**config.mk**
```make
export PLATFORM = sky130hd
export DESIGN_NAME = uart_tx
export DESIGN_NICKNAME = d
export VERILOG_FILES = /design/src/uart_loader_pkg.sv /design/src/uart_tx.sv
export SDC_FILE = /design/constraint.sdc
export NUM_CORES = 1
export LEC_CHECK = 0
export BUFFER_PORTS_ARGS = -buffer_cell sky130_fd_sc_hd__buf_2
export CORE_AREA = 2 2 41 58
export CTS_CLUSTER_DIAMETER = 150
export DETAILED_ROUTE_END_ITERATION = 8
export DIE_AREA = 0 0 43 60
export PLACE_DENSITY = 0.58
export SLEW_MARGIN = 25
export SYNTH_ARGS = -nofsm -noshare
export SYNTH_HDL_FRONTEND = slang
export SYNTH_SLANG_ARGS = --single-unit
```
**constraint.sdc**
```tcl
create_clock -name clk -period 1.98 [get_ports clk]
set_input_delay 0.297 -clock clk [delete_from_list [all_inputs] [get_ports clk]]
set_output_delay 0.297 -clock clk [all_outputs]
set_load 0.03 [all_outputs]
```
**src/uart_loader_pkg.sv**
```systemverilog
package uart_loader_pkg;

    // serial timing, kept short for simulation
    localparam int CLKS_PER_BIT = 8;

    localparam int BYTE_W = 8;
    localparam int BLOCK_W = 128;
    localparam int BYTES_PER_BLOCK = 16;

    // block memory
    localparam int MAX_BLOCKS = 256;
    localparam int ADDR_W = 8;

    // byte position within a key or block
    localparam int COUNT_W = 5;

    typedef enum logic [2:0] {
        WAIT_COUNT,
        GET_KEY,
        KEY_DONE,
        GET_BLOCK,
        BLOCK_DONE,
        HANDOFF
    } loader_state_t;

    typedef enum logic [2:0] {
        IDLE,
        READ_WAIT,
        LOAD,
        SEND,
        NEXT,
        FINISH
    } unload_state_t;

endpackage

```
**src/uart_tx.sv**
```systemverilog
`timescale 1ns/1ns

module uart_tx import uart_loader_pkg::*; (
    input  logic              clk,
    input  logic              rst,
    input  logic              i_valid,
    input  logic [BYTE_W-1:0] i_byte,
    output logic              o_ready,
    output logic              o_tx
);

    logic                            busy;
    logic [BYTE_W+1:0]               tx_shift;
    logic [$clog2(CLKS_PER_BIT)-1:0] phase;
    logic [$clog2(BYTE_W+2)-1:0]     bit_cnt;

    assign o_ready = !busy;
    assign o_tx    = tx_shift[0];

    always_ff @(posedge clk) begin
        if (rst) begin
            busy     <= 1'b0;
            tx_shift <= '1;
            phase    <= '0;
            bit_cnt  <= '0;
        end else if (!busy) begin
            phase   <= '0;
            bit_cnt <= '0;
            if (i_valid) begin
                // stop, data, start
                busy     <= 1'b1;
                tx_shift <= {1'b1, i_byte, 1'b0};
            end
        end else if (phase == CLKS_PER_BIT - 1) begin
            phase    <= '0;
            tx_shift <= {1'b1, tx_shift[BYTE_W+1:1]};
            if (bit_cnt == BYTE_W + 1) begin
                // end of stop bit
                busy <= 1'b0;
            end else begin
                bit_cnt <= bit_cnt + 1'b1;
            end
        end else begin
            phase <= phase + 1'b1;
        end
    end

endmodule

```
==> results.md <==
- Final Setup Violations: 0
- Initial antenna violation count: 0
- Syn_nets: 100
- Slew margin rel.: 66.4%
- FMAX: 0.616 GHz
- Register area share after synthesis: 43.3%
- Layout cells sized above 1: 19.2%
- Final ANT Viol Nets: 0
- Die area: 2580 um^2
- RSZ-0062 raised after global routing: no
- Yosys warns: 0
- Count of state elements after synthesis: 17
- Final hold violation count: 0
- Sink Count: 17
- CTS tree: done
- Leakage power: 0.000417 uW
- Clk root buf: clkbuf_4
- CTS clk-pin slew, worst paths: 0.10 ns
- Design Power: 625 uW
- Critical path fanouts, max: 13
- Area contributors post-synth: dfxtp_1, o21bai_1, a211oi_1, ha_1, nor2_1
- Reg2Reg Launch Point: phase[0]
- Area delta synth->final: 13.7%
- Die Ht: 60 um
- Mapped Area: 786 um^2
- DR WL/cell: 11.9 um
- R2R setup slack: 0.36 ns
- Final Core Density: 42.5%
- Gpl congestion: 0.684
- Clock buffer count from CTS: 3
- PD cells: 699 nW/um^2
- Worst-Skew Late Latency: 0.28 ns
- Largest net degree at the start of global routing: 14
- Final cycle utilization of the critical path: 82.0%
- # fillers: 212
- # IOs: 13
- Status: completed
- Syn Area/Cell: 9.24 um^2
- Reg2reg end: tx_shift[4]
- Die width: 43 um
- Cell type with the highest aggregate area in the netlist: dfxtp_1
- Crit path from: phase[0]
- GRT Overall Usage: 13.3%
- Placed cells: 117
- Finished Layout Cells: 121
- Startpoint Class: flop
- Number of max-cap violations: 0
- # port buffers: 12
- Grt ovf: 0
- Worst path max stage delay: 0.48 ns
- CTS H-tree depth: 1
- Final Critical Period: 1.62 ns
- HP Class: in -> reg
- Share of the synthesized area in the top cell type: 43.3%
- Post-CTS setup buffer count: 0
- CTS resizes: 0
- # DRC: 0
- Diode count: 0
- Final setup TNS: 0 ns
- Crit end category: flop
- Clock Skew: 0.00212 ns
- Core area: 2100 um^2
- Critical-path cell list: ha_1 > ha_1 > mux2i_2 > a211oi_1 > o21bai_1
- Final #Nets: 115
- Commonest non-fill, non-tap cell in the layout: dfxtp_1
- Hold path depth: 3
- Worst Max-Slew Pin Slew: 0.494 ns
- Post-synthesis cell type count: 25
- WP data required: 2.20 ns
- Maximum vdd drop: 0.000329 V
- Max Transition Viols Final: 0
- Total number of vias: 614
- Initial core utilization: 37.4%
- Commonest non-fill, non-tap cells in the layout: dfxtp_1, buf_2, nor2_1, o21bai_1, a211oi_1
- CP max stage cell: mux2i_2
- CTS max path bufs: 2
- CTS Hold Buffers Added: 0
- FF+latch area: 340 um^2
- Multi-input logic area: 420 um^2
- Global-route wire length before repair: 2620 um
- Post-synthesis cell count: 85
- Crit path DAT: 1.84 ns
- TritonRoute pass-1 iters: 3
- Row count: 20
- CP endpoint: tx_shift[4]
- Worst Reg-to-Reg Cells: 5
- Vias per Instance: 5.07
- Crit path top cell by count: ha_1
- Total wire length: 1440 um
- CP Class: reg -> reg
- Vias in the first global route: 610
- Initial drt markers: 3
report_power, final:
part | total [uW] | leakage, uW | internal, uW | switching, uW
logic | 75.8 | 0.000262 | 35.4 | 40.4
registers | 366 | 0.000139 | 357 | 9.22
clock network | 183 | 0.0000150 | 78.1 | 104
worst max-delay path: cells and delay by family, from the launching register on:
kind                     cells  cell delay, ns
AO/OA/AOI/OAI                2            0.23
multiplexers                 1            0.48
adder cells (fa/ha/maj)      2            0.52
flip-flops                   1            0.32
cells in the mapped netlist (all sizes together):
cell / number
nor2: 11
or2b: 1
or3b: 1
a211oi: 7
nand2: 5
dfxtp: 17
nand4: 1
mux2i: 1
xor2: 1
ha: 4
nand3: 1
a21o: 1
clkbuf: 1
nor3b: 3
nand3b: 1
a31oi: 1
buf: 2
inv: 3
a21oi: 3
mux2: 1
o21bai: 8
and2: 7
nor3: 3
and3: 1
kinds of logic after synthesis:
family                   after synthesis  share of synthesized area, %
adder cells (fa/ha/maj)                4                          6.37
XOR/XNOR                               1                          1.11
AO/OA/AOI/OAI                         20                          18.0
buffers and inverters                  6                          3.18
flip-flops                            17                          43.3
multiplexers                           2                          3.18
AND/OR/NAND/NOR                       35                          24.8
registers in the layout, summed over array words and instances (netlist names):
signal and flops:
tx_shift 9, phase 3, bit_cnt 4, busy 1
metrics by stage:
stage               hold slack [ns]  area [um^2]  worst slack (ns)
global route                  0.280          893             0.147
global placement              0.413          867             0.431
floorplan                     0.404          786             0.698
finish                        0.268          893             0.357
CTS                           0.263          893             0.315
detailed placement            0.419          867             0.342
how the worst min path moves through the flow:
stage | start | end
after floorplan | phase[0] | phase[0]
after detailed placement | phase[0] | phase[0]
final | i_byte[7] | tx_shift[8]
after global placement | phase[0] | phase[0]
after CTS | i_byte[6] | tx_shift[7]
after global routing | i_byte[5] | tx_shift[6]
final cells by class:
class / count / share of cell area (%)
clock buffers: 4 / 2.94
inverters: 3 / 1.26
multi-input cells: 62 / 47.1
flip-flops and latches: 17 / 38.1
well taps: 22 / 3.08
repair buffers: 13 / 7.56
layer usage:
layer | GRT usage, % | vias up | part of all wire, %
li1 | - | 329 | -
met4 | 5.19 | 0 | 0.77
met5 | 0 | - | 0
met3 | 1.81 | 2 | 3.2
met1 | 16.1 | 274 | 45
met2 | 23.8 | 9 | 50
Power figures use the tool's default switching activity.
