## src/uart_loader_pkg.sv

```systemverilog
package uart_loader_pkg;

    // serial timing, kept short for simulation
    localparam int CLKS_PER_BIT = 8;

    localparam int BYTE_W = 8;
    localparam int BLOCK_W = 128;
    localparam int BYTES_PER_BLOCK = 16;

    // block memory
    localparam int MAX_BLOCKS = 256;
    localparam int ADDR_W = 8;

    // byte position within a key or block
    localparam int COUNT_W = 5;

    typedef enum logic [2:0] {
        WAIT_COUNT,
        GET_KEY,
        KEY_DONE,
        GET_BLOCK,
        BLOCK_DONE,
        HANDOFF
    } loader_state_t;

    typedef enum logic [2:0] {
        IDLE,
        READ_WAIT,
        LOAD,
        SEND,
        NEXT,
        FINISH
    } unload_state_t;

endpackage

```

## src/block_unloader.sv

```systemverilog
`timescale 1ns/1ns

module block_unloader import uart_loader_pkg::*; (
    input  logic               clk,
    input  logic               rst,
    input  logic               i_start,
    input  logic [ADDR_W-1:0]  i_count,
    output logic [ADDR_W-1:0]  o_raddr,
    input  logic [BLOCK_W-1:0] i_rdata,
    input  logic               i_tx_ready,
    output logic               o_send_valid,
    output logic [BYTE_W-1:0]  o_send_byte,
    output logic               o_busy,
    output logic               o_done
);

    unload_state_t       state;
    logic [ADDR_W-1:0]   count_q;
    logic [COUNT_W-1:0]  byte_cnt;
    logic [BLOCK_W-1:0]  out_sr;
    logic                xfer;

    assign o_send_valid = (state == SEND);
    assign o_send_byte  = out_sr[BYTE_W-1:0];
    assign o_busy       = (state != IDLE);
    assign o_done       = (state == FINISH);
    assign xfer         = o_send_valid && i_tx_ready;

    // raddr rests at 0 so block 0 is already being read when start comes
    always_ff @(posedge clk) begin
        if (rst) begin
            state    <= IDLE;
            o_raddr  <= '0;
            byte_cnt <= '0;
            count_q  <= '0;
        end else begin
            case (state)
                IDLE: begin
                    byte_cnt <= '0;
                    if (i_start) begin
                        count_q <= i_count;
                        state   <= (i_count == '0) ? FINISH : LOAD;
                    end
                end
                READ_WAIT: state <= LOAD;
                LOAD: begin
                    byte_cnt <= '0;
                    state    <= SEND;
                end
                SEND: begin
                    if (xfer) begin
                        if (byte_cnt == BYTES_PER_BLOCK - 1) begin
                            byte_cnt <= '0;
                            state    <= (o_raddr == count_q - 1'b1) ? FINISH : NEXT;
                        end else begin
                            byte_cnt <= byte_cnt + 1'b1;
                        end
                    end
                end
                NEXT: begin
                    o_raddr <= o_raddr + 1'b1;
                    state   <= READ_WAIT;
                end
                FINISH: begin
                    o_raddr <= '0;
                    state   <= IDLE;
                end
                default: state <= IDLE;
            endcase
        end
    end

    // low byte out first
    always_ff @(posedge clk) begin
        if (state == LOAD) begin
            out_sr <= i_rdata;
        end else if (xfer) begin
            out_sr <= {{BYTE_W{1'b0}}, out_sr[BLOCK_W-1:BYTE_W]};
        end
    end

endmodule

```

## config.mk

```make
export PLATFORM = sky130hd
export DESIGN_NAME = block_unloader
export DESIGN_NICKNAME = d
export VERILOG_FILES = /design/src/uart_loader_pkg.sv /design/src/block_unloader.sv
export SDC_FILE = /design/constraint.sdc
export NUM_CORES = 1
export LEC_CHECK = 0
export ABC_AREA = 1
export BUFFER_PORTS_ARGS = -buffer_cell sky130_fd_sc_hd__clkbuf_2
export CORE_MARGIN = 4
export CORE_UTILIZATION = 49
export DETAILED_ROUTE_END_ITERATION = 6
export PLACE_DENSITY = 0.76
export SLEW_MARGIN = 25
export SYNTH_ARGS = -nofsm -noshare
export SYNTH_HDL_FRONTEND = slang
export SYNTH_SLANG_ARGS = --single-unit
```

## constraint.sdc

```tcl
create_clock -name clk -period 4.42 [get_ports clk]
set_input_delay 0.663 -clock clk [delete_from_list [all_inputs] [get_ports clk]]
set_output_delay 0.663 -clock clk [all_outputs]
set_load 0.005 [all_outputs]
```

==> impl_metrics.csv <==
group,metric,value,unit
outcome,status,"completed",
logic_synthesis,synth-edff-count,128,
global_route,grt_pass1_vias,4237,
cells_and_area,diodes,0,
detailed_routing,viasPerCell,5.00,
logic_synthesis,synth_top_area_share,53.3,%
clocking,cts_tree,"yes",
sta,setup_ws,1650,ps
global_route,grt_max_degree,70,
pwr,p_leak,3.81,nW
detailed_routing,first_pass_iters,6,
logic_synthesis,syn-instance-count,498,
sta,worstMarginPinSlew,881,ps
floorplanning,ioPinCount,159,
sta,fin_tns_setup,0,ps
detailed_routing,route.detailed.drc,0,
sta,hold_viol_final,0,
sta,fmax,360,MHz
pwr,max-vdd-ir-drop,0.346,mV
cells_and_area,final_common_cell,"clkbuf_2",
detailed_routing,drt_iter0_drc,269,
logic_synthesis,async_flop_share,0,%
logic_synthesis,synth_top_area_cell,"edfxtp_1",
pwr,totalPowerFinal,4.79,mW
flow_run,cap_viol_max_count,0,
placed_design,gp_congestion,0.922,
clocking,cts_buffer_depth,2,
cells_and_area,syn_to_final_growth,19.9,%
setup_path,crit_path_max_fanout,69,
pwr,p_int,3.63,mW
sta,fin_skew,6.92,ps
placed_design,io_buffer_count,158,
setup_path,startpoint_type,"flop",
clocking,clk-insertion-delay-late,410,ps
cells_and_area,finalInstanceArea,8650,um^2
detailed_routing,vias,4247,
sta,fin_crit,2770,ps
global_route,antenna_found_initial,0,
clocking,root_buffer,"clkbuf_16",
global_route,grt_overflow,0,
min_path,hp-class,"flop to flop",
detailed_routing,routed_wl,13100,um
clocking,ctsResizeCount,0,
floorplanning,num_rows,44,
logic_synthesis,synthTopCellsByArea,"edfxtp_1, mux2_4, dfxtp_1, mux2_2, nand2_1",
cells_and_area,final_cell_mix,"clkbuf_2, edfxtp_1, mux2_4, nand2_1",
floorplanning,dieArea,16700,um^2
setup_path,critPathRequiredTime,4490,ps
global_route,grtUsageTotal,15.8,%
pwr,switching_share,24.2,%
logic_synthesis,yosysWarnings,0,
global_route,grt_pass1_wl,20300,um
placed_design,placed_area,8040,um^2
sta,setup_viol,0,
placed_design,dpl.hpwl,9260,um
pwr,seq_power_share,44.8,%
global_route,gr-max-usage-layer,"met2",
floorplanning,core-area,14500,um^2
logic_synthesis,synth-seq-cells,152,
clocking,htree_levels,4,
logic_synthesis,synth_top_flop_cell,"edfxtp_1",
setup_path,critPathKind,"flop to flop",
floorplanning,die_x,129,um
clocking,cts_hold_buf,0,
logic_synthesis,yosys.cell_types.count,32,
pwr,p_sw,1.16,mW
placed_design,dpl_worst_slack,1610,ps
pwr,combinationalPowerShare,24.0,%
setup_path,worstPathArrival,2850,ps
global_route,met3_usage,6.92,%
detailed_routing,ant_nets,0,
cells_and_area,drive_above_1_share,48.6,%
floorplanning,die_h,129,um
logic_synthesis,synthesis.area,7210,um^2
sta,slew_headroom,41.2,%
pwr,cellPowerDensity,554,nW/um^2
logic_synthesis,synth_nets,641,
global_route,gr-usage-met1,19.9,%
clocking,clk_pin_slew,60,ps
sta,maxSlewViolCount,0,
logic_synthesis,yosysSeqAreaShare,59.9,%
global_route,grt_util_met2,24.3,%
cells_and_area,fin_nets,796,
cells_and_area,final_util,59.7,%
detailed_routing,wl_per_cell,15.4,um
clocking,cts-buffers-inserted,17,
setup_path,end_kind,"flop",
cells_and_area,instances_no_fill,850,
clocking,post-cts-setup-buffers,0,
sta,timing.hold.ws,456,ps
sta,fin_crit_sh,62.8,%
sta,rsz0062_at_grt,"false",
pwr,clkPwrFrac,31.2,%
placed_design,dp_cells,818,
floorplanning,initial_core_util,49.8,%
logic_synthesis,avgSynthCellArea,14.5,um^2
clocking,clock-sinks,152,
[area by class of cell]
| cell class | instances | area, um^2 |
|---|---|---|
| multi-input combinational | 280 | 2500 |
| sequential | 152 | 4320 |
| clock inverter | 14 | 180 |
| fill | 1137 | 5830 |
| clock buffer | 18 | 429 |
| timing repair buffer | 161 | 826 |
| tap | 184 | 230 |
| inverter | 41 | 154 |
[synth_stat cells, types with 2 or more instances]
master	number
nand2_1	49
nand3_1	10
buf_4	9
nor2_2	4
o21ai_0	14
mux2_4	91
mux2_2	29
edfxtp_1	128
ha_1	3
buf_2	3
a21oi_1	15
clkbuf_1	2
inv_1	38
nand2_2	2
nor3b_2	3
buf_6	2
nand4_1	2
nor3b_1	2
buf_8	9
xnor2_1	4
inv_2	3
dfxtp_1	24
nor2_1	38
nor3_1	6
[flip-flops by register name (all words and copies together), names as in the netlist]
signal    flops
state         3
byte_cnt      5
count_q       8
out_sr      128
o_raddr       8
[power groups by stage]
stage          clock (mW)  combinational, mW  sequential (mW)
6_report             1.50               1.15             2.15
5_1_grt              1.59               1.25             2.18
4_1_cts              1.53               1.16             2.15
3_5_place_dp            0               1.16             2.18
3_3_place_gp            0               1.11             2.16
2_1_floorplan           0               1.01             2.18
[worst max-delay path, stage by stage (launching register included)]
cell and delay (ps):
dfxtp_1 370, nor2_1 240, nand2_4 510, nand2_4 820, buf_12 400
[cell families (layout without fill, tap and decap cells)]
family                     after synthesis  in the layout  synth area share (%)
DFF                                    152            152                  59.9
muxes                                  120            120                  23.5
and+or+nand+nor                        120            120                  7.63
buffers and inverters                   66            234                  5.57
AOI/OAI and AO/OA                       32             32                  2.27
xor gates and xnor gates                 5              5                 0.607
adders and majority gates                3              3                 0.520
[final timing paths]
kind                       startpoint                       end  slack (ps)  depth (start not counted)
max             state[2]$_SDFFE_PP0P_      out_sr[82]$_DFFE_PP_        1650                          4
min          byte_cnt[4]$_SDFFE_PP0P_  byte_cnt[4]$_SDFFE_PP0P_         460                          2
max reg2reg     state[2]$_SDFFE_PP0P_      out_sr[82]$_DFFE_PP_        1650                          4
min reg2reg  byte_cnt[4]$_SDFFE_PP0P_  byte_cnt[4]$_SDFFE_PP0P_         460                          2
[routing by layer]
metal / part of all wire, % / vias to the layer above
met5: 0 / -
met4: 1.7 / 0
met3: 10 / 16
met2: 46 / 146
met1: 42 / 2012
li1: - / 2073
(Power assumes the default switching activity.)
