File: src/uart_loader_pkg.sv
package uart_loader_pkg;

    // serial timing, kept short for simulation
    localparam int CLKS_PER_BIT = 8;

    localparam int BYTE_W = 8;
    localparam int BLOCK_W = 128;
    localparam int BYTES_PER_BLOCK = 16;

    // block memory
    localparam int MAX_BLOCKS = 256;
    localparam int ADDR_W = 8;

    // byte position within a key or block
    localparam int COUNT_W = 5;

    typedef enum logic [2:0] {
        WAIT_COUNT,
        GET_KEY,
        KEY_DONE,
        GET_BLOCK,
        BLOCK_DONE,
        HANDOFF
    } loader_state_t;

    typedef enum logic [2:0] {
        IDLE,
        READ_WAIT,
        LOAD,
        SEND,
        NEXT,
        FINISH
    } unload_state_t;

endpackage

File: src/frame_loader.sv
`timescale 1ns/1ns

module frame_loader import uart_loader_pkg::*; (
    input  logic               clk,
    input  logic               rst,
    input  logic               i_rx_valid,
    input  logic [BYTE_W-1:0]  i_rx_byte,
    input  logic               i_tx_ready,
    input  logic               i_unload_busy,
    output logic               o_echo_valid,
    output logic [BYTE_W-1:0]  o_echo_byte,
    output logic [BLOCK_W-1:0] o_key,
    output logic               o_key_valid,
    output logic               o_we,
    output logic [ADDR_W-1:0]  o_waddr,
    output logic [BLOCK_W-1:0] o_wdata,
    output logic               o_start,
    output logic [ADDR_W-1:0]  o_count
);

    loader_state_t       state;
    logic [COUNT_W-1:0]  byte_cnt;
    logic [BLOCK_W-1:0]  key_sr;
    logic [BLOCK_W-1:0]  blk_sr;
    logic                last_byte;

    assign last_byte   = (byte_cnt == BYTES_PER_BLOCK - 1);
    assign o_key       = key_sr;
    assign o_key_valid = (state == KEY_DONE);
    assign o_we        = (state == BLOCK_DONE);
    assign o_wdata     = blk_sr;
    assign o_start     = (state == HANDOFF);

    always_ff @(posedge clk) begin
        if (rst) begin
            state    <= WAIT_COUNT;
            byte_cnt <= '0;
            o_waddr  <= '0;
            o_count  <= '0;
        end else begin
            case (state)
                WAIT_COUNT: begin
                    byte_cnt <= '0;
                    o_waddr  <= '0;
                    // hold off while the previous frame is still read back
                    if (i_rx_valid && !i_unload_busy) begin
                        o_count <= i_rx_byte;
                        state   <= GET_KEY;
                    end
                end
                GET_KEY: begin
                    if (i_rx_valid) begin
                        if (last_byte) begin
                            byte_cnt <= '0;
                            state    <= KEY_DONE;
                        end else begin
                            byte_cnt <= byte_cnt + 1'b1;
                        end
                    end
                end
                KEY_DONE: begin
                    state <= (o_count == '0) ? HANDOFF : GET_BLOCK;
                end
                GET_BLOCK: begin
                    if (i_rx_valid) begin
                        if (last_byte) begin
                            byte_cnt <= '0;
                            state    <= BLOCK_DONE;
                        end else begin
                            byte_cnt <= byte_cnt + 1'b1;
                        end
                    end
                end
                BLOCK_DONE: begin
                    o_waddr <= o_waddr + 1'b1;
                    state   <= (o_waddr == o_count - 1'b1) ? HANDOFF : GET_BLOCK;
                end
                HANDOFF: state <= WAIT_COUNT;
                default: state <= WAIT_COUNT;
            endcase
        end
    end

    // earliest byte ends up most significant
    always_ff @(posedge clk) begin
        if (i_rx_valid && state == GET_KEY) begin
            key_sr <= {key_sr[BLOCK_W-BYTE_W-1:0], i_rx_byte};
        end
        if (i_rx_valid && state == GET_BLOCK) begin
            blk_sr <= {blk_sr[BLOCK_W-BYTE_W-1:0], i_rx_byte};
        end
    end

    // every received byte goes back once
    always_ff @(posedge clk) begin
        if (rst) begin
            o_echo_valid <= 1'b0;
        end else if (i_rx_valid) begin
            o_echo_valid <= 1'b1;
        end else if (o_echo_valid && i_tx_ready) begin
            o_echo_valid <= 1'b0;
        end
    end

    always_ff @(posedge clk) begin
        if (i_rx_valid) begin
            o_echo_byte <= i_rx_byte;
        end
    end

endmodule

File: config.mk
export PLATFORM = sky130hd
export DESIGN_NAME = frame_loader
export DESIGN_NICKNAME = d
export VERILOG_FILES = /design/src/uart_loader_pkg.sv /design/src/frame_loader.sv
export SDC_FILE = /design/constraint.sdc
export NUM_CORES = 1
export LEC_CHECK = 0
export BUFFER_PORTS_ARGS = -buffer_cell sky130_fd_sc_hd__buf_2
export CORE_ASPECT_RATIO = 1.2
export CORE_UTILIZATION = 54
export DETAILED_ROUTE_END_ITERATION = 8
export PLACE_DENSITY = 0.84
export SETUP_SLACK_MARGIN = 0.4
export SKIP_LAST_GASP = 1
export SLEW_MARGIN = 15
export SYNTH_ARGS = -nofsm -noshare
export SYNTH_HDL_FRONTEND = slang
export SYNTH_SLANG_ARGS = --single-unit
File: constraint.sdc
create_clock -name clk -period 12.85 [get_ports clk]
set_input_delay 0.6425 -clock clk [delete_from_list [all_inputs] [get_ports clk]]
set_output_delay 0.6425 -clock clk [all_outputs]
set_load 0.02 [all_outputs]
==> out/summary.txt <==
Area growth syn-to-layout = 27.2%
Post-synthesis cell type count = 45
Outcome = completed
Die W = 122 um
Nets = 765
Clock Pin Slew Worst Setup and Hold Paths = 60 ps
Fmax = 319 MHz
Root buf cell = clkbuf_16
Final min period = 3130 ps
Synth Area in Simple Gates = 0.0399
Clock skew = 14.6 ps
Cts hold-fix bufs = 0
Worst slew pin tran = 1130 ps
Detailed-placement wirelength estimate = 14400 um
CP Cell Sequence = inv_2 > nand2_1 > nor2_4 > buf_4
R2R cell count = 4
RR Startpoint = state[2]
Setup bufs post-CTS = 0
Number of clock sinks = 289
Met3 usage = 0.0705
Period utilisation layout = 0.244
I/O pin count = 297
Mapped cell area = 0.00932 sq mm
Core Area = 0.0169 sq mm
Die H = 146 um
Clock H-tree levels = 1
Synth area leader = edfxtp_1
Synth area leaders = edfxtp_1, dfxtp_1, xor2_1
Commonest non-fill, non-tap cells in the layout = buf_2, edfxtp_1, clkbuf_16, dfxtp_1, nor2_1
Wire per inst = 20.9 um
Ratio of cells with drive above 1 in the final layout = 0.443
Die area = 0.0178 sq mm
Setup TNS = 0 ps
Critical Path Start Type = flop
Synth Area in Adders = 0.00537
EDFF count, synth = 264
Ys Warns = 0
Post-Synth XOR/XNOR Area = 0.0150
Hold crit path type = input port to flop
Hold path depth = 1
Final Slew Violations = 0
Sequential share of the synthesized area = 0.905
Syn Nets = 443
Gp weighted congestion = 0.886
Top Usage Layer GRT = met2
Async SR Flop Fraction = 0
Synth Area in Compound Gates = 0.0175
Req. time, crit path = 12980 ps
Vias per cell = 5.26
First-pass detailed-route iteration total = 5
Post-synth top flop = edfxtp_1
Diode count = 0
R2R setup slack = 9720 ps
Critical path buffers and inverters = 2
Pleak = 4.51 nW
Maximum vdd drop = 0.000107 V
Vias = 5182
FILL cells = 1051
Initial DRC count = 335
Post-route ant nets = 0
Clk Latency, worst-skew pair = 520 ps
Routed wire length = 20600 um
Commonest non-fill, non-tap cell in the layout = buf_2
Final setup viols = 0
CTS tree = yes
Critical Setup Path Class = flop to flop
PwrDens = 153 mW/mm^2
Num rows = 52
Initial Utilization = 0.553
Multiplexer share of the synthesized area = 0.0120
Slowest cell on crit path = buf_4
Vias in the first global route = 5188
CTS Buffer Depth = 3
Worst Min Path Start = i_rx_byte[5]
Share of Yosys cell area claimed by the top area cell type = 0.851
Instance count of the mapped netlist = 426
#FFs+latches synth = 289
Crit-path leading delay family = buffers and inverters
All-Layer GR Usage = 0.225
Final worst slack = 9720 ps
Met2 GRT Util = 0.388
First-pass GRT wire length = 29900 um
GRT met1 Usage = 0.272
Crit path max fanout = 88
Num CTS Buffers = 27
Slew HR = 0.247
Final hold viol count = 0
Maxcap violations = 0
Setup WS pre-CTS = 9170 ps
Global route total overflow = 0
Slowest Stage Delay on Critical Path = 970 ps
Drt drc = 0
# port buffers = 296
CP Capture Type = flop
Avg Synthesized Cell Area = 21.9 sq um
Crit path DAT = 3270 ps
Cts repair resizes = 0
Hold EP = o_key[5]
Largest family of logic cells by synthesized area = simple AND/OR/NAND/NOR gates
Antenna violations before repair = 0
Largest net degree at the start of global routing = 89
Worst R2R End = o_key[60]
RSZ-0062 raised after global routing = no
-- cells in the mapped netlist (all sizes together) (5+ instances only) --
library cell,count
nor2b,5
dfxtp,25
nand2,10
nor2,25
nand3,5
a21oi,10
mux2i,10
inv,5
xor2,12
nor3,6
edfxtp,264
-- worst max path at each step --
stage                          start        end  slack, ps  depth (start not counted)
final                       state[2]  o_key[60]       9720                          4
after global routing        state[2]   o_key[5]       9480                          4
after CTS                   state[2]  o_key[27]       9720                          4
after detailed placement  i_rx_valid  o_key[28]       9170                          4
after global placement    i_rx_valid  o_key[19]       9340                          4
after floorplan           i_rx_valid   o_key[0]       6140                          2
-- final cells by class --
type	instances	area, sq um	share of cell area
sequential	289	8430	0.711
timing repair buffer	299	1500	0.127
inverter	5	18.8	0.00158
clock buffer	35	706	0.0595
tap	216	270	0.0228
clock inverter	15	75.1	0.00633
multi-input combinational	126	851	0.0718
-- worst register-to-register path, delay by kind of cell (launching register included) --
family | cells | cell delay, ps
buffers and inverters | 2 | 1140
AND/OR/NAND/NOR | 2 | 1100
flip-flops | 1 | 420
-- metrics by stage --
stage                     hold WS, ps  std cells  utilization  area [sq um]  total power, mW
final                             349        985        0.703         11900             1.82
after global routing              330        985        0.703         11900             1.87
after CTS                         325        985        0.703         11900             1.83
after detailed placement          427        935        0.657         11100             1.13
after global placement            424        935        0.657         11100             1.13
after floorplan                   436        426            -          9320             1.10
-- cell families after synthesis --
| group | after synthesis |
|---|---|
| XOR/XNOR | 16 |
| multiplexers | 11 |
| AO/OA/AOI/OAI | 25 |
| flip-flops | 289 |
| AND/OR/NAND/NOR | 70 |
| buffers and inverters | 11 |
| adder cells (fa/ha/maj) | 4 |
-- report_power, final --
part	total (mW)	leakage, nW	internal (mW)	switching (mW)
clock network	0.707	0.374	0.387	0.319
registers	1.04	2.60	1.03	0.0102
logic	0.0656	1.53	0.0190	0.0466
-- metal layers --
| layer | part of all wire | routed length [um] |
|---|---|---|
| met5 | 0 | 0 |
| met4 | 0.012 | 246 |
| met3 | 0.11 | 2220 |
| met2 | 0.51 | 10500 |
| met1 | 0.37 | 7640 |
-- sequential cells by signal, indices dropped and copies added (netlist names) --
| register | flops |
|---|---|
| o_waddr | 8 |
| o_count | 8 |
| state | 3 |
| o_echo_valid | 1 |
| o_key | 128 |
| o_echo_byte | 8 |
| byte_cnt | 5 |
| o_wdata | 128 |
(Power assumes the default switching activity.)
