<file path="src/uart_loader_pkg.sv">
package uart_loader_pkg;

    // serial timing, kept short for simulation
    localparam int CLKS_PER_BIT = 8;

    localparam int BYTE_W = 8;
    localparam int BLOCK_W = 128;
    localparam int BYTES_PER_BLOCK = 16;

    // block memory
    localparam int MAX_BLOCKS = 256;
    localparam int ADDR_W = 8;

    // byte position within a key or block
    localparam int COUNT_W = 5;

    typedef enum logic [2:0] {
        WAIT_COUNT,
        GET_KEY,
        KEY_DONE,
        GET_BLOCK,
        BLOCK_DONE,
        HANDOFF
    } loader_state_t;

    typedef enum logic [2:0] {
        IDLE,
        READ_WAIT,
        LOAD,
        SEND,
        NEXT,
        FINISH
    } unload_state_t;

endpackage

</file>
<file path="src/uart_rx.sv">
`timescale 1ns/1ns

module uart_rx import uart_loader_pkg::*; (
    input  logic              i_clk,
    input  logic              i_rst,
    input  logic              i_rx,
    output logic              o_valid,
    output logic [BYTE_W-1:0] o_byte
);

    typedef enum logic [1:0] {
        RX_IDLE,
        RX_START,
        RX_DATA,
        RX_STOP
    } rx_state_t;

    rx_state_t                       state;
    logic                            rx_meta;
    logic                            rx_sync;
    logic                            rx_prev;
    logic [$clog2(CLKS_PER_BIT)-1:0] phase;
    logic [$clog2(BYTE_W)-1:0]       bit_idx;
    logic [BYTE_W-1:0]               shift;
    logic                            bit_end;

    assign bit_end = (phase == CLKS_PER_BIT - 1);

    // two-flop synchronizer plus one stage for edge detect
    always_ff @(posedge i_clk) begin
        if (i_rst) begin
            rx_meta <= 1'b1;
            rx_sync <= 1'b1;
            rx_prev <= 1'b1;
        end else begin
            rx_meta <= i_rx;
            rx_sync <= rx_meta;
            rx_prev <= rx_sync;
        end
    end

    always_ff @(posedge i_clk) begin
        if (i_rst) begin
            state   <= RX_IDLE;
            phase   <= '0;
            bit_idx <= '0;
            o_valid <= 1'b0;
        end else begin
            o_valid <= 1'b0;
            case (state)
                RX_IDLE: begin
                    phase   <= '0;
                    bit_idx <= '0;
                    if (rx_prev && !rx_sync) begin
                        state <= RX_START;
                    end
                end
                RX_START: begin
                    // middle of start bit, false start if line went back high
                    if (phase == CLKS_PER_BIT / 2 - 1) begin
                        phase <= '0;
                        state <= rx_sync ? RX_IDLE : RX_DATA;
                    end else begin
                        phase <= phase + 1'b1;
                    end
                end
                RX_DATA: begin
                    if (bit_end) begin
                        phase <= '0;
                        if (bit_idx == BYTE_W - 1) begin
                            state <= RX_STOP;
                        end else begin
                            bit_idx <= bit_idx + 1'b1;
                        end
                    end else begin
                        phase <= phase + 1'b1;
                    end
                end
                RX_STOP: begin
                    if (bit_end) begin
                        phase   <= '0;
                        state   <= RX_IDLE;
                        o_valid <= rx_sync;
                    end else begin
                        phase <= phase + 1'b1;
                    end
                end
                default: state <= RX_IDLE;
            endcase
        end
    end

    // data lsb first
    always_ff @(posedge i_clk) begin
        if (state == RX_DATA && bit_end) begin
            shift <= {rx_sync, shift[BYTE_W-1:1]};
        end
        if (state == RX_STOP && bit_end) begin
            o_byte <= shift;
        end
    end

endmodule

</file>
<file path="config.mk">
export PLATFORM = sky130hd
export DESIGN_NAME = uart_rx
export DESIGN_NICKNAME = d
export VERILOG_FILES = /design/src/uart_loader_pkg.sv /design/src/uart_rx.sv
export SDC_FILE = /design/constraint.sdc
export NUM_CORES = 1
export LEC_CHECK = 0
export BUFFER_PORTS_ARGS = -buffer_cell sky130_fd_sc_hd__buf_2
export CORE_MARGIN = 2
export CORE_UTILIZATION = 30
export CTS_BUF_LIST = sky130_fd_sc_hd__clkbuf_8 sky130_fd_sc_hd__clkbuf_16
export DETAILED_ROUTE_END_ITERATION = 10
export PLACE_DENSITY = 0.57
export SKIP_LAST_GASP = 1
export SLEW_MARGIN = 15
export SYNTH_ARGS = -nofsm -noshare
export SYNTH_HDL_FRONTEND = slang
export SYNTH_SLANG_ARGS = --single-unit
</file>
<file path="constraint.sdc">
create_clock -name i_clk -period 1.8 [get_ports i_clk]
set_input_delay 0.09 -clock i_clk [delete_from_list [all_inputs] [get_ports i_clk]]
set_output_delay 0.09 -clock i_clk [all_outputs]
set_load 0.05 [all_outputs]
</file>
==> results.json, run 1 <==
{
  "synth_top_area_share_pct": 44.86,
  "critPathKind": "register to register",
  "synth_top_family_by_area": "simple AND/OR/NAND/NOR gates",
  "grt-ovfl-total": 0,
  "finalSetupViolCount": 0,
  "synthAdderAreaFrac_pct": 7.009,
  "dieWidth_um": 63.75,
  "p_leak_nw": 0.4743,
  "cpPeakStageDelay_ns": 0.43,
  "ys_types": 23,
  "post_cts_resized": 0,
  "synth.area.top_cells": "edfxtp_1, dfxtp_1, ha_1",
  "powerDensity_nw_per_um2": 936.1,
  "hold_class": "primary input to register",
  "cp-start-kind": "register",
  "area_growth_pct": 17.29,
  "drv_slew": 0,
  "worst_pin_slew_ns": 0.3853,
  "seqCellArea_um2": 720.7,
  "maxCapViolCount": 0,
  "grt_pass1_vias": 583,
  "synth_largest_area_cell": "edfxtp_1",
  "drt-initial-drc-count": 10,
  "worst_path_most_repeated_cell": "ha_1",
  "slew_headroom_pct": 74.31,
  "max_clock_freq_mhz": 636.8,
  "clockRootBuffer": "clkbuf_8",
  "ys_async_sr_fraction_pct": 0,
  "routed_wl_um": 1457,
  "antenna_found_initial": 0,
  "crit_buf_inv": 0,
  "yosys.area_share.xor_xnor_pct": 0.8178,
  "synth_nets": 87,
  "skew_ns": 0.001026,
  "finalWorstPathRequiredPeriod_ns": 1.570,
  "synth-seq-cells": 28,
  "synth_edf_count": 16,
  "vias": 604,
  "gp_congestion": 0.7026,
  "io_buffer_count": 11,
  "cts.sinks": 28,
  "antennaDiodeCount": 0,
  "cts_made_buffers": 3,
  "multiInputGateArea_um2": 304.0,
  "arrival_ns": 1.51,
  "io-pin-count": 12,
  "fin_crit_sh_pct": 87.24,
  "clockBufferDepth": 2,
  "endpoint_kind": "register",
  "dp_hpwl_um": 1042,
  "ys_seq_area_share_pct": 67.29,
  "fp.coreArea_um2": 3390,
  "synth_flop_cell": "edfxtp_1",
  "cts_tree": "built",
  "drc_errors": 0,
  "hold_viol_final": 0,
  "drt-vias-per-instance": 4.345,
  "synth_common_cells": "edfxtp_1, dfxtp_1, ha_1",
  "drive_gt1_share_pct": 26.88,
  "finalNetCount": 103,
  "status": "complete, no violations",
  "dr.pass1.iters": 4,
  "utilization_pct": 37.06,
  "synth_area_um2": 1071,
  "syn_area_per_cell_um2": 13.73,
  "path_clk_slew_ns": 0.09,
  "synth.area.mux_share_pct": 1.051,
  "grt_usage_pct": 8.012,
  "dieArea_um2": 4064,
  "rsz0062_at_grt": "no",
  "cp_cell_sequence": "ha_1 -> ha_1 -> and3_1",
  "start_util_pct": 31.60,
  "peakVddDrop_v": 0.0007272,
  "synth_cells": 78,
  "synth_warnings": 0,
  "tns_ns": 0,
  "cts_hold_buf": 1,
  "grt_max_degree": 17,
  "wire_per_inst_um": 10.48,
  "totalPowerFinal_w": 0.001176,
  "critPathMaxFanout": 10,
  "cpLargestDelayFamily": "adder cells",
  "slowest_stage": "and3_1",
  "fill_cells": 325,
  "synth_compound_area_share_pct": 4.556,
  "synth.most_common_cell": "edfxtp_1",
  "htreeDepth": 1,
  "rows": 21,
  "clk-insertion-delay-late_ns": 0.27,
  "post_cts_buffers": 0,
  "ant_nets": 0,
  "required_ns": 1.74,
  "grt_pass1_wl_um": 2539,
  "chipHeight_um": 63.75,
  "yosys.area_share.simple_pct": 14.95
}
-- final timing paths --
kind	start	end	slack, ns	cells past startpoint
max	phase[0]$_SDFF_PP0_	o_byte[0]$_DFFE_PP_	0.23	3
min	i_rst	phase[2]$_SDFF_PP0_	0.14	2
max reg2reg	phase[0]$_SDFF_PP0_	o_byte[0]$_DFFE_PP_	0.23	3
min reg2reg	rx_meta$_SDFF_PP1_	rx_sync$_SDFF_PP1_	0.43	1
-- state kept, by name (all words and copies together) (netlist names), named ones only --
register	flops
o_byte	8
rx_sync	1
rx_meta	1
shift	8
o_valid	1
rx_prev	1
state	1
phase	3
bit_idx	3
-- metal layers --
layer,wire (µm),part of all wire [%],track usage [%],vias up
li1,-,-,-,305
met3,87,6.0,3.697,0
met4,0,0,1.902,0
met1,675,46,9.567,286
met5,0,0,0,-
met2,693,48,13.16,13
-- power by group --
group	switching, W	internal, W	leakage (nW)
Clock	0.000182	0.000297	0.0357
Sequential	0.00000217	0.000673	0.241
Combinational	0.0000118	0.00000982	0.198
-- cell usage in the layout (no fill, tap or decap), types with 2 or more instances in the layout --
cell type	count
nand3_1	5
buf_2	11
nor3_1	3
clkbuf_8	3
buf_4	3
edfxtp_1	16
a31oi_1	4
or2_2	3
dfxtp_1	12
inv_1	4
a21oi_1	3
nand2_1	5
nor3b_2	2
nor2_1	3
ha_1	6
-- cell families after synthesis --
family / count (synthesis)
flops: 28
compound gates: 8
mux: 1
simple gates: 26
fa+ha+maj: 6
buf+inv: 8
xor+xnor: 1
-- stage by stage --
| step | instance area [µm²] | setup slack [ns] | std cells | hold slack, ns |
|---|---|---|---|---|
| after floorplan | 1071 | 0.2599 | 78 | 0.1938 |
| after global placement | 1175 | 0.2474 | 134 | 0.2785 |
| after detailed placement | 1175 | 0.2032 | 134 | 0.2788 |
| after CTS | 1256 | 0.1907 | 139 | 0.1312 |
| after global routing | 1256 | 0.09811 | 139 | 0.1454 |
| final | 1256 | 0.2296 | 139 | 0.1362 |
-- area by class of cell --
cell class	instances	share of cell area, %
flip-flops and latches	28	57.37
clock buffers	3	3.287
multi-input cells	42	24.20
well taps	46	4.582
repair buffers	15	6.972
clock inverters	1	2.390
inverters	4	1.195
Power figures use the tool's default switching activity.
==> inputs of run 2 (changes only) <==
- BUFFER_PORTS_ARGS: -buffer_cell sky130_fd_sc_hd__buf_2 -> -buffer_cell sky130_fd_sc_hd__clkbuf_2
- CORE_ASPECT_RATIO: default -> 1.75
==> run 2 against run 1 <==
Combinational power increased by 2%; sequential cell count unchanged; die area increased by 0.46%; clock power decreased by 33%; routed wire length increased by 4.1%; sequential share of layout area increased by 0.93 points; critical path depth unchanged; utilization decreased by 0.68 points; critical endpoint is now o_byte[2]$_DFFE_PP_; largest cell class unchanged.
==> results.json, run 2 (synthesis results as in run 1) <==
{
  "status": "complete, no violations",
  "top_regs": "o_byte: 8 flops, shift: 8 flops",
  "r2r-end": "o_byte[2]$_DFFE_PP_",
  "drt-initial-drc-count": 6,
  "drt-vias-per-instance": 4.417,
  "multiInputGateArea_um2": 304.0,
  "seqCellArea_um2": 720.7,
  "rows": 28,
  "utilization_pct": 36.38,
  "hold_class": "primary input to register",
  "wire_per_inst_um": 10.91,
  "grt-ovfl-total": 0,
  "grt_pass1_vias": 604,
  "critPathKind": "register to register",
  "fin_crit_sh_pct": 87.29,
  "cpLargestDelayFamily": "adder cells",
  "rsz0062_at_grt": "no",
  "min_delay_path_depth": 2,
  "arrival_ns": 1.50,
  "r2r_start": "phase[0]$_SDFF_PP0_",
  "worst_path_most_repeated_cell": "ha_1",
  "final_cell_mix": "edfxtp_1, dfxtp_1, clkbuf_2",
  "cts.sinks": 28,
  "finalSetupViolCount": 0,
  "fp.coreArea_um2": 3398,
  "slowest_stage": "and3_1",
  "crit_buf_inv": 0,
  "ant_nets": 0,
  "cpPeakStageDelay_ns": 0.43,
  "worst_pin_slew_ns": 0.3847,
  "finish.instance_area_um2": 1236,
  "totalPowerFinal_w": 0.001019,
  "antennaDiodeCount": 0,
  "ff2ff_path_depth": 3,
  "endpoint_kind": "register",
  "finalNetCount": 104,
  "tns_ns": 0,
  "cts_tree": "built",
  "powerDensity_nw_per_um2": 824.6,
  "critPathMaxFanout": 10,
  "dieWidth_um": 49.17,
  "skew_ns": 0.003907,
  "hold_viol_final": 0,
  "post_cts_buffers": 0,
  "drv_slew": 0,
  "clk-insertion-delay-late_ns": 0.26,
  "placed_area_um2": 1181,
  "cp-start-kind": "register",
  "clockRootBuffer": "clkbuf_8",
  "grt_usage_pct": 8.042,
  "maxCapViolCount": 0,
  "antenna_found_initial": 0,
  "cp_cell_sequence": "ha_1 -> ha_1 -> and3_1",
  "rrSetupSlack_ns": 0.23,
  "dr.pass1.iters": 4,
  "startpoint": "phase[0]$_SDFF_PP0_",
  "slew_headroom_pct": 74.35,
  "p_leak_nw": 0.4684,
  "drive_gt1_share_pct": 26.60,
  "drc_errors": 0,
  "dieArea_um2": 4083,
  "path_clk_slew_ns": 0.09,
  "chipHeight_um": 83.04,
  "post_cts_resized": 0,
  "fill_cells": 348,
  "peakVddDrop_v": 0.0004988,
  "io-pin-count": 12,
  "final_common_cell": "edfxtp_1",
  "vias": 614,
  "max_clock_freq_mhz": 636.5,
  "start_util_pct": 31.52,
  "clockBufferDepth": 2,
  "htreeDepth": 1,
  "hold_start": "i_rst",
  "io_buffer_count": 11,
  "hold_end": "o_valid$_SDFF_PP0_",
  "cts_made_buffers": 3,
  "finalWorstPathRequiredPeriod_ns": 1.571,
  "grt_pass1_wl_um": 2628,
  "grt_max_degree": 16,
  "area_growth_pct": 15.42,
  "dp_hpwl_um": 1181,
  "gp_congestion": 0.7068,
  "required_ns": 1.73,
  "routed_wl_um": 1517
}
==> run 2: what timing repair did <==
item                       4_1_cts  5_1_grt
hold endpoints to repair         1        0
setup endpoints to repair        0        0
hold buffers                     1        0
==> run 2: worst reg2reg max path, stage by stage, from the launching register on <==
cell	delay (ns)
dfxtp_1	0.34
ha_1	0.19
ha_1	0.27
and3_1	0.43
==> run 2: how the worst max path moves through the flow <==
stage	end	slack (ns)	cells after the start
global placement	o_byte[5]$_DFFE_PP_	0.27	3
CTS	o_byte[2]$_DFFE_PP_	0.22	3
finish	o_byte[2]$_DFFE_PP_	0.23	3
floorplan	shift[0]$_DFFE_PP_	0.26	4
detailed placement	o_byte[5]$_DFFE_PP_	0.23	3
global route	o_byte[2]$_DFFE_PP_	0.10	3
==> run 2: metrics by stage <==
step / worst slack, ns / hold slack, ns / instances
2_1_floorplan: 0.2599 / 0.1938 / 78
3_3_place_gp: 0.2747 / 0.2786 / 134
3_5_place_dp: 0.2322 / 0.2752 / 134
4_1_cts: 0.2218 / 0.1644 / 139
5_1_grt: 0.1026 / 0.1829 / 139
6_report: 0.2288 / 0.1634 / 139
==> run 2: power by group <==
group / leakage, nW / internal (W) / switching (W) / total (W)
registers: 0.241 / 0.000673 / 0.00000204 / 0.000675
logic: 0.204 / 0.00000984 / 0.0000123 / 0.0000221
clock network: 0.0231 / 0.000153 / 0.000170 / 0.000322
==> run 2: layout make-up <==
class / count / share of cell area [%]
clock inverters: 1 / 0.3036
clock buffers: 3 / 3.340
multi-input cells: 42 / 24.60
inverters: 4 / 1.215
repair buffers: 16 / 7.692
well taps: 45 / 4.555
flip-flops and latches: 28 / 58.30
==> run 2: metal layers <==
| layer | part of all wire (%) | track usage, % |
|---|---|---|
| met5 | 0 | 0 |
| met3 | 4.5 | 1.799 |
| met4 | 1.1 | 3.117 |
| met2 | 54 | 14.74 |
| met1 | 40 | 8.615 |
